File: src/hdl/sd_datin_pkg.sv
`default_nettype none

package sd_datin_pkg;

    // ====================
    // SD data-in stream
    // ====================
    localparam int WORD_W        = 16;
    localparam int BLOCK_WORDS   = 32;   // 512-bit CMD6 status block
    localparam int BLKIDX_W      = $clog2(BLOCK_WORDS);
    localparam int MODE_WORD_IDX = 8;    // Word that carries the access mode
    localparam int MODE_LSB      = 8;
    localparam int MODE_W        = 4;
    localparam int BLKCNT_W      = 8;    // Wraps

    // ====================
    // Readout FIFO
    // ====================
    localparam int FIFO_DEPTH = 64;
    localparam int PTR_W      = $clog2(FIFO_DEPTH);
    localparam int LEVEL_W    = PTR_W + 1;  // Holds 0 to FIFO_DEPTH

    // ====================
    // Host APB side
    // ====================
    localparam int APB_ADDR_W = 4;
    localparam int APB_DATA_W = 32;

    typedef enum logic [APB_ADDR_W-1:0] {
        REG_ECHO   = 4'd0,
        REG_LED    = 4'd4,
        REG_STATUS = 4'd8,
        REG_DATA   = 4'd12
    } reg_addr_e;

    typedef struct packed {
        logic              trigger;
        logic [WORD_W-1:0] data;
    } datin_word_t;

    typedef struct packed {
        logic [MODE_W-1:0]   access_mode;
        logic [BLKCNT_W-1:0] block_count;
    } mode_status_t;

    typedef struct packed {
        logic                  sel;
        logic                  enable;
        logic                  write;
        logic [APB_ADDR_W-1:0] addr;
        logic [APB_DATA_W-1:0] wdata;
    } apb_req_t;

    typedef struct packed {
        logic [APB_DATA_W-1:0] rdata;
        logic                  ready;
        logic                  slverr;
    } apb_rsp_t;

endpackage

`default_nettype wire

File: src/hdl/cmd6_mode_capture.sv
`timescale 1ns/1ps
`default_nettype none

module cmd6_mode_capture
    import sd_datin_pkg::*;
(
    input  logic              sd_datInWrite_clk,
    input  logic              spi_rst_,
    input  logic              datin_rst,   // Block restart that keeps status
    input  logic              accept,
    input  logic [WORD_W-1:0] data,
    output mode_status_t      status
);

    logic [BLKIDX_W-1:0] word_idx;
    logic                last_word;
    logic                mode_word;

    assign last_word = (word_idx == BLKIDX_W'(BLOCK_WORDS - 1));
    assign mode_word = (word_idx == BLKIDX_W'(MODE_WORD_IDX));

    // ====================
    // Word index in block
    // ====================
    always_ff @(posedge sd_datInWrite_clk or negedge spi_rst_) begin
        if (!spi_rst_) begin
            word_idx <= '0;
        end else if (datin_rst) begin
            word_idx <= '0;
        end else if (accept) begin
            if (last_word) begin
                word_idx <= '0;
            end else begin
                word_idx <= word_idx + 1'b1;
            end
        end
    end

    // Access mode and completed blocks
    always_ff @(posedge sd_datInWrite_clk or negedge spi_rst_) begin
        if (!spi_rst_) begin
            status <= '0;
        end else if (accept && !datin_rst) begin
            if (mode_word) begin
                status.access_mode <= data[MODE_LSB +: MODE_W];
            end
            if (last_word) begin
                status.block_count <= status.block_count + 1'b1;  // Free-running wrap
            end
        end
    end

endmodule

`default_nettype wire

File: src/hdl/datin_fifo.sv
`timescale 1ns/1ps
`default_nettype none

module datin_fifo
    import sd_datin_pkg::*;
(
    input  logic               sd_datInWrite_clk,
    input  logic               spi_rst_,
    input  logic               datin_rst,
    input  datin_word_t        datin,
    output logic               ready,
    output logic               accept,
    input  logic               pop,      // Only issued when not empty
    output logic [WORD_W-1:0]  head,
    output logic [LEVEL_W-1:0] level
);

    logic [WORD_W-1:0] mem [FIFO_DEPTH];
    logic [PTR_W-1:0]  wr_ptr;
    logic [PTR_W-1:0]  rd_ptr;
    logic              full;

    assign full = (level == LEVEL_W'(FIFO_DEPTH));

    // No handshake while the block restarts, so no word gets dropped
    assign ready  = !full && !datin_rst;
    assign accept = datin.trigger && ready;
    assign head   = mem[rd_ptr];

    // ====================
    // Storage
    // ====================
    always_ff @(posedge sd_datInWrite_clk) begin
        if (accept) begin
            mem[wr_ptr] <= datin.data;
        end
    end

    // ====================
    // Pointers and level
    // ====================
    always_ff @(posedge sd_datInWrite_clk or negedge spi_rst_) begin
        if (!spi_rst_) begin
            wr_ptr <= '0;
            rd_ptr <= '0;
            level  <= '0;
        end else if (datin_rst) begin
            wr_ptr <= '0;
            rd_ptr <= '0;
            level  <= '0;
        end else begin
            if (accept) begin
                wr_ptr <= wr_ptr + 1'b1;  // Wraps at FIFO_DEPTH
            end
            if (pop) begin
                rd_ptr <= rd_ptr + 1'b1;
            end

            case ({accept, pop})
                2'b10:   level <= level + 1'b1;
                2'b01:   level <= level - 1'b1;
                default: level <= level;  // Both or neither
            endcase
        end
    end

endmodule

`default_nettype wire

File: src/hdl/host_regs.sv
`timescale 1ns/1ps
`default_nettype none

module host_regs
    import sd_datin_pkg::*;
(
    input  logic               sd_datInWrite_clk,
    input  logic               spi_rst_,
    input  apb_req_t           apb_req,
    output apb_rsp_t           apb_rsp,
    input  mode_status_t       status,
    input  logic [WORD_W-1:0]  head,
    input  logic [LEVEL_W-1:0] level,
    output logic               pop,
    output logic [3:0]         led
);

    logic [APB_DATA_W-1:0] echo_q;
    logic [APB_DATA_W-1:0] status_word;
    logic [APB_DATA_W-1:0] rdata;
    reg_addr_e             addr;
    logic                  access;
    logic                  wr_en;
    logic                  rd_en;
    logic                  addr_ok;
    logic                  fifo_empty;
    logic                  data_rd;

    // ====================
    // Access decode
    // ====================
    assign addr   = reg_addr_e'(apb_req.addr);
    assign access = apb_req.sel && apb_req.enable;  // Access phase only
    assign wr_en  = access && apb_req.write;
    assign rd_en  = access && !apb_req.write;

    always_comb begin
        case (addr)
            REG_ECHO, REG_LED, REG_STATUS, REG_DATA: addr_ok = 1'b1;
            default:                                 addr_ok = 1'b0;
        endcase
    end

    assign fifo_empty = (level == '0);
    assign data_rd    = rd_en && (addr == REG_DATA);
    assign pop        = data_rd && !fifo_empty;

    // Mode in the low nibble, block count and level above it
    always_comb begin
        status_word        = '0;
        status_word[3:0]   = status.access_mode;
        status_word[15:8]  = status.block_count;
        status_word[22:16] = level;
    end

    // ====================
    // Read data
    // ====================
    always_comb begin
        case (addr)
            REG_ECHO:   rdata = echo_q;
            REG_LED:    rdata = APB_DATA_W'(led);
            REG_STATUS: rdata = status_word;
            REG_DATA:   rdata = APB_DATA_W'(head);
            default:    rdata = '0;
        endcase
    end

    assign apb_rsp.rdata  = rdata;
    assign apb_rsp.ready  = 1'b1;  // Zero wait states
    assign apb_rsp.slverr = access && (!addr_ok || (data_rd && fifo_empty));

    // ====================
    // Writable registers
    // ====================
    always_ff @(posedge sd_datInWrite_clk or negedge spi_rst_) begin
        if (!spi_rst_) begin
            echo_q <= '0;
            led    <= '0;
        end else if (wr_en) begin
            case (addr)
                REG_ECHO: echo_q <= apb_req.wdata;
                REG_LED:  led    <= apb_req.wdata[3:0];
                default:  ;  // Status and data are read only
            endcase
        end
    end

endmodule

`default_nettype wire

File: src/hdl/sd_datin_readout.sv
`timescale 1ns/1ps
`default_nettype none

module sd_datin_readout
    import sd_datin_pkg::*;
(
    input  logic        sd_datInWrite_clk,
    input  logic        spi_rst_,
    input  logic        datin_rst,
    input  datin_word_t datin,
    output logic        datin_ready,
    input  apb_req_t    apb_req,
    output apb_rsp_t    apb_rsp,
    output logic [3:0]  led
);

    logic               accept;
    logic               pop;
    logic [WORD_W-1:0]  head;
    logic [LEVEL_W-1:0] level;
    mode_status_t       mode_status;

    // ====================
    // SD side
    // ====================
    datin_fifo u_datin_fifo (
        .sd_datInWrite_clk (sd_datInWrite_clk),
        .spi_rst_          (spi_rst_),
        .datin_rst         (datin_rst),
        .datin             (datin),
        .ready             (datin_ready),
        .accept            (accept),
        .pop               (pop),
        .head              (head),
        .level             (level)
    );

    cmd6_mode_capture u_cmd6_mode_capture (
        .sd_datInWrite_clk (sd_datInWrite_clk),
        .spi_rst_          (spi_rst_),
        .datin_rst         (datin_rst),
        .accept            (accept),   // Same strobe that writes the FIFO
        .data              (datin.data),
        .status            (mode_status)
    );

    // Host side
    host_regs u_host_regs (
        .sd_datInWrite_clk (sd_datInWrite_clk),
        .spi_rst_          (spi_rst_),
        .apb_req           (apb_req),
        .apb_rsp           (apb_rsp),
        .status            (mode_status),
        .head              (head),
        .level             (level),
        .pop               (pop),
        .led               (led)
    );

endmodule

`default_nettype wire

File: config.mk
export PLATFORM = sky130hd
export DESIGN_NAME = sd_datin_readout
export DESIGN_NICKNAME = d
export VERILOG_FILES = /design/src/hdl/sd_datin_pkg.sv /design/src/hdl/cmd6_mode_capture.sv /design/src/hdl/datin_fifo.sv /design/src/hdl/host_regs.sv /design/src/hdl/sd_datin_readout.sv
export SDC_FILE = /design/constraint.sdc
export NUM_CORES = 1
export LEC_CHECK = 0
export BUFFER_PORTS_ARGS = -buffer_cell sky130_fd_sc_hd__buf_2
export CORE_MARGIN = 2
export CORE_UTILIZATION = 55
export DETAILED_ROUTE_END_ITERATION = 8
export PLACE_DENSITY = 0.82
export SYNTH_ARGS = -nofsm -noshare
export SYNTH_HDL_FRONTEND = slang
export SYNTH_HIERARCHICAL = 1
export SYNTH_SLANG_ARGS = --single-unit
File: constraint.sdc
create_clock -name sd_datInWrite_clk -period 3.8 [get_ports sd_datInWrite_clk]
set_clock_uncertainty 0.15 [all_clocks]
set_input_delay 0.76 -clock sd_datInWrite_clk [delete_from_list [all_inputs] [get_ports sd_datInWrite_clk]]
set_output_delay 0.76 -clock sd_datInWrite_clk [all_outputs]
set_load 0.02 [all_outputs]
# Yosys cells after proc, flatten, opt, wreduce, memory -nomap -nowiden
# Memory sizes are Yosys's and may differ from the RTL's.
# Index checks and enable logic that the tools add are counted.
# Widths: inputs -> output; s select.
[totals]
register_bits = 72
wordCells = 62
in_bits = 59
memories = 1
out_inout_bits = 39
ram_bits = 1024
[mem_list]
columns = ["name", "depth", "word_bits", "read_ports", "rd_clocked_by_memory_dff", "write_ports", "line_no", "rtl"]
rows = [
  ["u_datin_fifo.mem", 64, 16, 1, 0, 1, "datin_fifo.sv:18", "logic [WORD_W-1:0] mem [FIFO_DEPTH];"],
]
[op_classes]
reduce_logical = 26
muxes = 13
eq_ne = 8
add_sub_neg = 6
[ops]
columns = ["cell", "count"]
rows = [
  ["$pmux 32 s4", 1],
  ["$mux 6", 4],
  ["$mux 5", 3],
  ["$pmux 7 s2", 1],
  ["$add 6x1->6 const B", 2],
  ["$logic_and 1x1->1", 10],
  ["$add 8x1->8 const B", 1],
  ["$eq 4x4->1 const B", 2],
  ["$reduce_and 2->1", 4],
  ["$add 7x1->7 const B", 1],
  ["$eq 7x7->1 const B", 1],
  ["$logic_not 7->1", 1],
  ["$mux 7", 1],
  ["$sub 7x1->7 const B", 1],
  ["$add 5x1->5 const B", 1],
  ["$eq 5x4->1 const B", 1],
  ["$eq 5x5->1 const B", 1],
  ["$logic_not 1->1", 5],
  ["$eq 4x3->1 const B", 1],
  ["$logic_not 4->1", 1],
  ["$reduce_bool 2->1", 2],
  ["$reduce_or 4->1", 1],
  ["$mux 1", 3],
  ["$reduce_bool 3->1", 1],
  ["3 further kinds", 3],
]

# Depth between registers and ports, before layout
[depth]
ltp_word = 7
ltp_mapped = 15
mapped_depth_nobuf = 12

# Cells and area by module
# The synthesis kept the hierarchy.
[modules_own_cells]
columns = ["module", "cells_each", "area_per_inst_um2", "n_inst", "seq_area_each_um2"]
rows = [
  ["datin_fifo", 1813, 40413.8, 1, 31224.9],
  ["host_regs", 169, 2024.4, 1, 900.9],
  ["cmd6_mode_capture", 67, 834.6, 1, 425.4],
]

# Worst setup path after synthesis
# No wires, ideal clock.
[synth_path]
path_kind = "input-to-reg"
startpoint = "input port apb_req[35] (netlist bit)"
endpoint = "register u_datin_fifo.level[6]"
path_buffers = 3
path_stages = 15
setup_time_ns = 0.136
t_arrival_ns = 3.942
t_required_ns = 3.514
setup_slack_ns = -0.427
cell_sequence = "clkbuf_1 buf_2 and4bb_2 nand4b_1 a21oi_1 clkbuf_1 inv_1 o221ai_4 xor2_1 ha_1 nor4_1 nand2b_1 a2111oi_1 o21a_1 nor3_1"
[synth_between]
elab_chain_len = 6
elab_cells_between_ends = 8
cone_classes = "3 x eq/ne; 2 x mux; 3 x reduce/logical"
[synth_rtl]
columns = ["element", "line_no", "rtl"]
rows = [
  ["from (decl)", "sd_datin_readout.sv:12", "input apb_req_t apb_req,"],
  ["$eq 4x4->1 (*)", "host_regs.sv:45", "assign data_rd = rd_en && (addr == REG_DATA);"],
  ["$logic_and 1x1->1 (*)", "host_regs.sv:45", ""],
  ["$logic_and 1x1->1 (*)", "host_regs.sv:46", "assign pop = data_rd && !fifo_empty;"],
  ["named net pop", "sd_datin_readout.sv:18", "logic pop;"],
  ["$eq 2x1->1 / $eq 2x2->1 (equally long branches)", "datin_fifo.sv:59", "case ({accept, pop})"],
  ["$pmux 7 s2", "datin_fifo.sv:59", ""],
  ["$mux 7", "datin_fifo.sv:47", "end else if (datin_rst) begin"],
  ["to (signal assigned)", "datin_fifo.sv:60", "2'b10: level <= level + 1'b1;"],
  ["to (signal assigned)", "datin_fifo.sv:61", "2'b01: level <= level - 1'b1;"],
  ["to (signal assigned)", "datin_fifo.sv:62", "default: level <= level;"],
  ["to (decl)", "datin_fifo.sv:15", "output logic [LEVEL_W-1:0] level"],
]
# Mark *: on every way through the listed nets, which the timed path passes. The rest lies on a longest branch.
# A chain may end at the register's enable or synchronous reset.

==> metrics.txt <==
# TYPE chip_impl_metric gauge
chip_impl_info{name="run_status",value="finished, violations left"} 1
chip_impl_info{name="violations",value="negative setup slack"} 1
chip_impl_metric{name="timing.critical_path.slowest_cell_delay",unit="ns"} 0.60
chip_impl_metric{name="synth_async_sr_flop_share",unit="%"} 6.57
chip_impl_info{name="tritoncts",value="yes"} 1
chip_impl_metric{name="route.detailed.drc",unit=""} 0
chip_impl_metric{name="report.final.hold_viol_count",unit=""} 0
chip_impl_metric{name="dr.first_iter.drc_count",unit=""} 3914
chip_impl_metric{name="timing.final.crit_period",unit="ns"} 4.58
chip_impl_metric{name="totalWireLength",unit="um"} 121000
chip_impl_metric{name="vias",unit=""} 24100
chip_impl_metric{name="post_route_cells_drive_above_1_share",unit="%"} 36.6
chip_impl_info{name="cp_slowest_cell",value="sky130_fd_sc_hd__dfrtp_4"} 1
chip_impl_metric{name="timing.fmax",unit="MHz"} 218
chip_impl_metric{name="synthCells",unit=""} 2049
chip_impl_metric{name="timing.final.ws_setup",unit="ns"} -0.781
chip_impl_metric{name="total_half_perimeter_wirelength_after_legalization_and_detailed_placement",unit="um"} 62200
chip_impl_metric{name="initial_utilization",unit="%"} 55.7
chip_impl_metric{name="tritoncts_num_sinks",unit=""} 1096
chip_impl_metric{name="p_total",unit="mW"} 24.0
chip_impl_metric{name="cts-buffers-inserted",unit=""} 101
chip_impl_metric{name="final.hold.worst_slack",unit="ns"} 0.0289
chip_impl_metric{name="synth_cell_type_count",unit=""} 72
chip_impl_info{name="synth.top_cells.by_area",value="sky130_fd_sc_hd__edfxtp_1 (71%), sky130_fd_sc_hd__mux4_2 (13%), sky130_fd_sc_hd__dfrtp_1 (4.2%)"} 1
chip_impl_info{name="unrepaired_setup_endpoints_after_global_routing",value="yes"} 1
chip_impl_info{name="dr.max_layer_used",value="met5"} 1
chip_impl_metric{name="total_track_usage",unit="%"} 29.6
chip_impl_metric{name="setup-violations-final",unit=""} 16
chip_impl_metric{name="grt_first_pass_wirelength",unit="um"} 172000
chip_impl_metric{name="dieArea",unit="sq um"} 80900
chip_impl_metric{name="cts.reportedPaths.clkPinSlew",unit="ns"} 0.07
chip_impl_metric{name="cts_buffer_depth",unit=""} 3
chip_impl_metric{name="yosysSeqAreaShare",unit="%"} 75.2
chip_impl_metric{name="wl_per_cell",unit="um"} 34.4
chip_impl_metric{name="critical_path_arrival",unit="ns"} 3.67
chip_impl_metric{name="maximum_fanout_along_the_worst_path",unit=""} 13
chip_impl_info{name="synth.cells.most_frequent",value="sky130_fd_sc_hd__edfxtp_1 (1024), sky130_fd_sc_hd__mux4_2 (258), sky130_fd_sc_hd__nor2_1 (116), sky130_fd_sc_hd__dfrtp_1 (72), sky130_fd_sc_hd__mux2i_1 (51)"} 1
chip_impl_info{name="end_kind",value="primary output"} 1
chip_impl_metric{name="floorplan.rows",unit=""} 102
chip_impl_info{name="crit_chain",value="bufbuf_16 > mux4_2 > mux4_2 > nand2b_4 > o21ai_4 > o31ai_2 > mux4_2 > nor2b_1 > buf_4"} 1
chip_impl_metric{name="worstSkewPairLatency",unit="ns"} 0.67
chip_impl_info{name="path_class",value="flop to primary output"} 1
chip_impl_metric{name="fin_crit_sh",unit="%"} 121
chip_impl_metric{name="syn_avg_cell_area",unit="sq um"} 21.1
chip_impl_metric{name="io_buffer_count",unit=""} 96
chip_impl_metric{name="synth_enable_flop_cells",unit=""} 1024
chip_impl_metric{name="netlist_area",unit="sq um"} 43300
chip_impl_metric{name="grt_antenna_before_repair",unit=""} 5
chip_impl_metric{name="design.portCount",unit=""} 98
chip_impl_metric{name="drt-vias-per-instance",unit=""} 6.88
chip_impl_info{name="cpMostUsedCell",value="sky130_fd_sc_hd__mux4_2"} 1
chip_impl_info{name="timing.critical_path.from_type",value="flop"} 1
chip_impl_metric{name="met3WireLength",unit="um"} 15200
chip_impl_info{name="synth_most_common_cell",value="sky130_fd_sc_hd__edfxtp_1"} 1
chip_impl_metric{name="area_growth_syn_to_fin",unit="%"} 17.1
chip_impl_info{name="synth-main-ff-cell",value="sky130_fd_sc_hd__edfxtp_1"} 1
chip_impl_metric{name="worstMarginPinSlew",unit="ns"} 1.40
chip_impl_metric{name="worst_ir_drop_vdd",unit="mV"} 0.398
chip_impl_metric{name="sum_of_routed_wire_segments_on_met1",unit="um"} 40000
chip_impl_metric{name="timing.max_cap.violations",unit=""} 0
chip_impl_metric{name="drt_pass1_iterations",unit=""} 6
chip_impl_metric{name="timing.slew.headroom",unit="%"} 6.63
chip_impl_metric{name="maximum_number_of_pins_on_one_net_before_global_route_repair",unit=""} 66
chip_impl_metric{name="placeableCoreArea",unit="sq um"} 77700
chip_impl_metric{name="final_core_util",unit="%"} 65.2
chip_impl_metric{name="die_w",unit="um"} 284
chip_impl_metric{name="critical_path_required",unit="ns"} 2.89
chip_impl_metric{name="place.detailed.instances",unit=""} 3277
chip_impl_metric{name="slew_viol_final",unit=""} 0
chip_impl_metric{name="layoutNonFillerInstCount",unit=""} 3508
chip_impl_info{name="cp_top_family",value="multiplexers"} 1
chip_impl_metric{name="yosysWarnings",unit=""} 6
chip_impl_info{name="yosys.area.top_type",value="sky130_fd_sc_hd__edfxtp_1"} 1
chip_impl_info{name="root_buffer",value="sky130_fd_sc_hd__clkbuf_16"} 1
chip_impl_metric{name="cp.buffers_inverters",unit=""} 2
chip_impl_metric{name="synthesis.nets",unit=""} 2116
chip_impl_metric{name="design.final.nets",unit=""} 2444
chip_impl_metric{name="cts_max_level",unit=""} 3
chip_impl_metric{name="final_antenna_net_count",unit=""} 0
chip_impl_metric{name="finalWeightedCongestion",unit=""} 0.884
chip_impl_info{name="worstHoldPathType",value="input port to async pin"} 1
chip_impl_metric{name="area_share_of_the_largest_cell_type_after_synthesis",unit="%"} 71.1
chip_impl_metric{name="grt_remaining_overflow",unit=""} 0
chip_impl_metric{name="ys_seq_elements",unit=""} 1096
chip_impl_metric{name="final.setup.tns",unit="ns"} -10.95
chip_impl_metric{name="p_per_area",unit="nW/um^2"} 474
chip_impl_metric{name="vias_in_the_first_global_route",unit=""} 24500
chip_impl_metric{name="die_h",unit="um"} 284
chip_impl_metric{name="routed-wl-met2",unit="um"} 57700
chip_impl_metric{name="leakage",unit="nW"} 16.5
==> state kept, by name, summed over array words and instances (netlist names) <==
register / count
u_datin_fifo/rd_ptr: 6
u_host_regs/led: 4
u_cmd6_mode_capture/word_idx: 5
u_datin_fifo/mem: 1024
u_host_regs/echo_q: 32
u_datin_fifo/wr_ptr: 6
u_cmd6_mode_capture/status: 12
u_datin_fifo/level: 7
==> path summary, 6_finish.rpt <==
check | from | endpoint | slack, ns | cells past startpoint
max | u_datin_fifo/rd_ptr[1] | apb_rsp[2] | -0.78 | 9
min | spi_rst_ | u_cmd6_mode_capture/word_idx[2] | 0.03 | 1
max reg2reg | u_datin_fifo/level[4] | u_datin_fifo/level[6] | 0.20 | 12
min reg2reg | u_cmd6_mode_capture/status[7] | u_cmd6_mode_capture/status[7] | 0.33 | 1
max in group asynchronous | spi_rst_ | u_cmd6_mode_capture/status[8] | 2.79 | 2
min in group sd_datInWrite_clk | apb_req[21] | u_host_regs/echo_q[21] | 0.17 | 2
==> metrics by stage <==
| step | worst slack [ns] | area (sq um) |
|---|---|---|
| 2_1_floorplan | 0.000348 | 43300 |
| 3_3_place_gp | -0.139 | 46200 |
| 3_5_place_dp | -0.0996 | 46200 |
| 4_1_cts | -0.717 | 50300 |
| 5_1_grt | -0.808 | 50700 |
| 6_report | -0.781 | 50700 |
==> power by group <==
part | switching [mW] | leakage [nW] | internal, mW | total, mW
sequential | 0.0528 | 10.2 | 13.3 | 13.3
combinational | 0.389 | 4.73 | 0.178 | 0.567
clock | 4.54 | 1.60 | 5.59 | 10.1
==> layout by cell type (no fill, tap or decap), drive strengths merged, types with 4 or more instances in the layout <==
cell type	instances
a211oi	10
a21o	6
a21oi	20
a22o	10
a22oi	15
a31oi	9
and2	13
and3	5
buf	338
bufinv	7
clkbuf	128
clkinv	51
clkinvlp	5
dfrtp	72
diode	4
edfxtp	1024
ha	8
inv	7
mux2	57
mux2i	51
mux4	270
nand2	39
nand2b	5
nand3	17
nand3b	6
nand4	4
nand4b	4
nor2	116
nor2b	10
nor3	21
nor4	4
o21ai	8
o221ai	7
o22ai	42
o31ai	7
or2	9
or3	8
xnor2	7
xor2	13
==> routing by layer <==
| metal | up-vias | GRT usage [%] |
|---|---|---|
| met1 | 12300 | 38.0 |
| met3 | 483 | 7.30 |
| met2 | 2133 | 47.3 |
| li1 | 9180 | - |
| met5 | - | 0 |
| met4 | 4 | 15.4 |
==> cell families after synthesis <==
group	Yosys count	synth area share [%]
fa+ha+maj	8	0.231
mux	378	16.9
simple gates	276	3.25
buf+inv	123	1.62
flops	1096	75.2
xor+xnor	20	0.405
compound gates	147	2.37
other cells	1	0.00867
==> timing repair <==
| action | CTS | global route |
|---|---|---|
| resized for setup | 100 | 44 |
| gates cloned | 6 | 3 |
| hold buffers | 0 | 0 |
| pin swaps | 13 | 8 |
| setup buffers | 20 | 8 |
| endpoints found under the hold margin | 0 | 0 |
| endpoints found under the setup margin | 16 | 16 |
==> area by class of cell <==
cell class / instances / area, sq um
multi-input combinational: 830 / 10500
fill: 4517 / 27000
timing repair buffer: 343 / 3010
sequential: 1096 / 32600
inverter: 5 / 18.8
clock buffer: 125 / 2730
antenna: 4 / 10.0
clock inverter: 65 / 556
tap: 1040 / 1300
(Power assumes the default switching activity.)
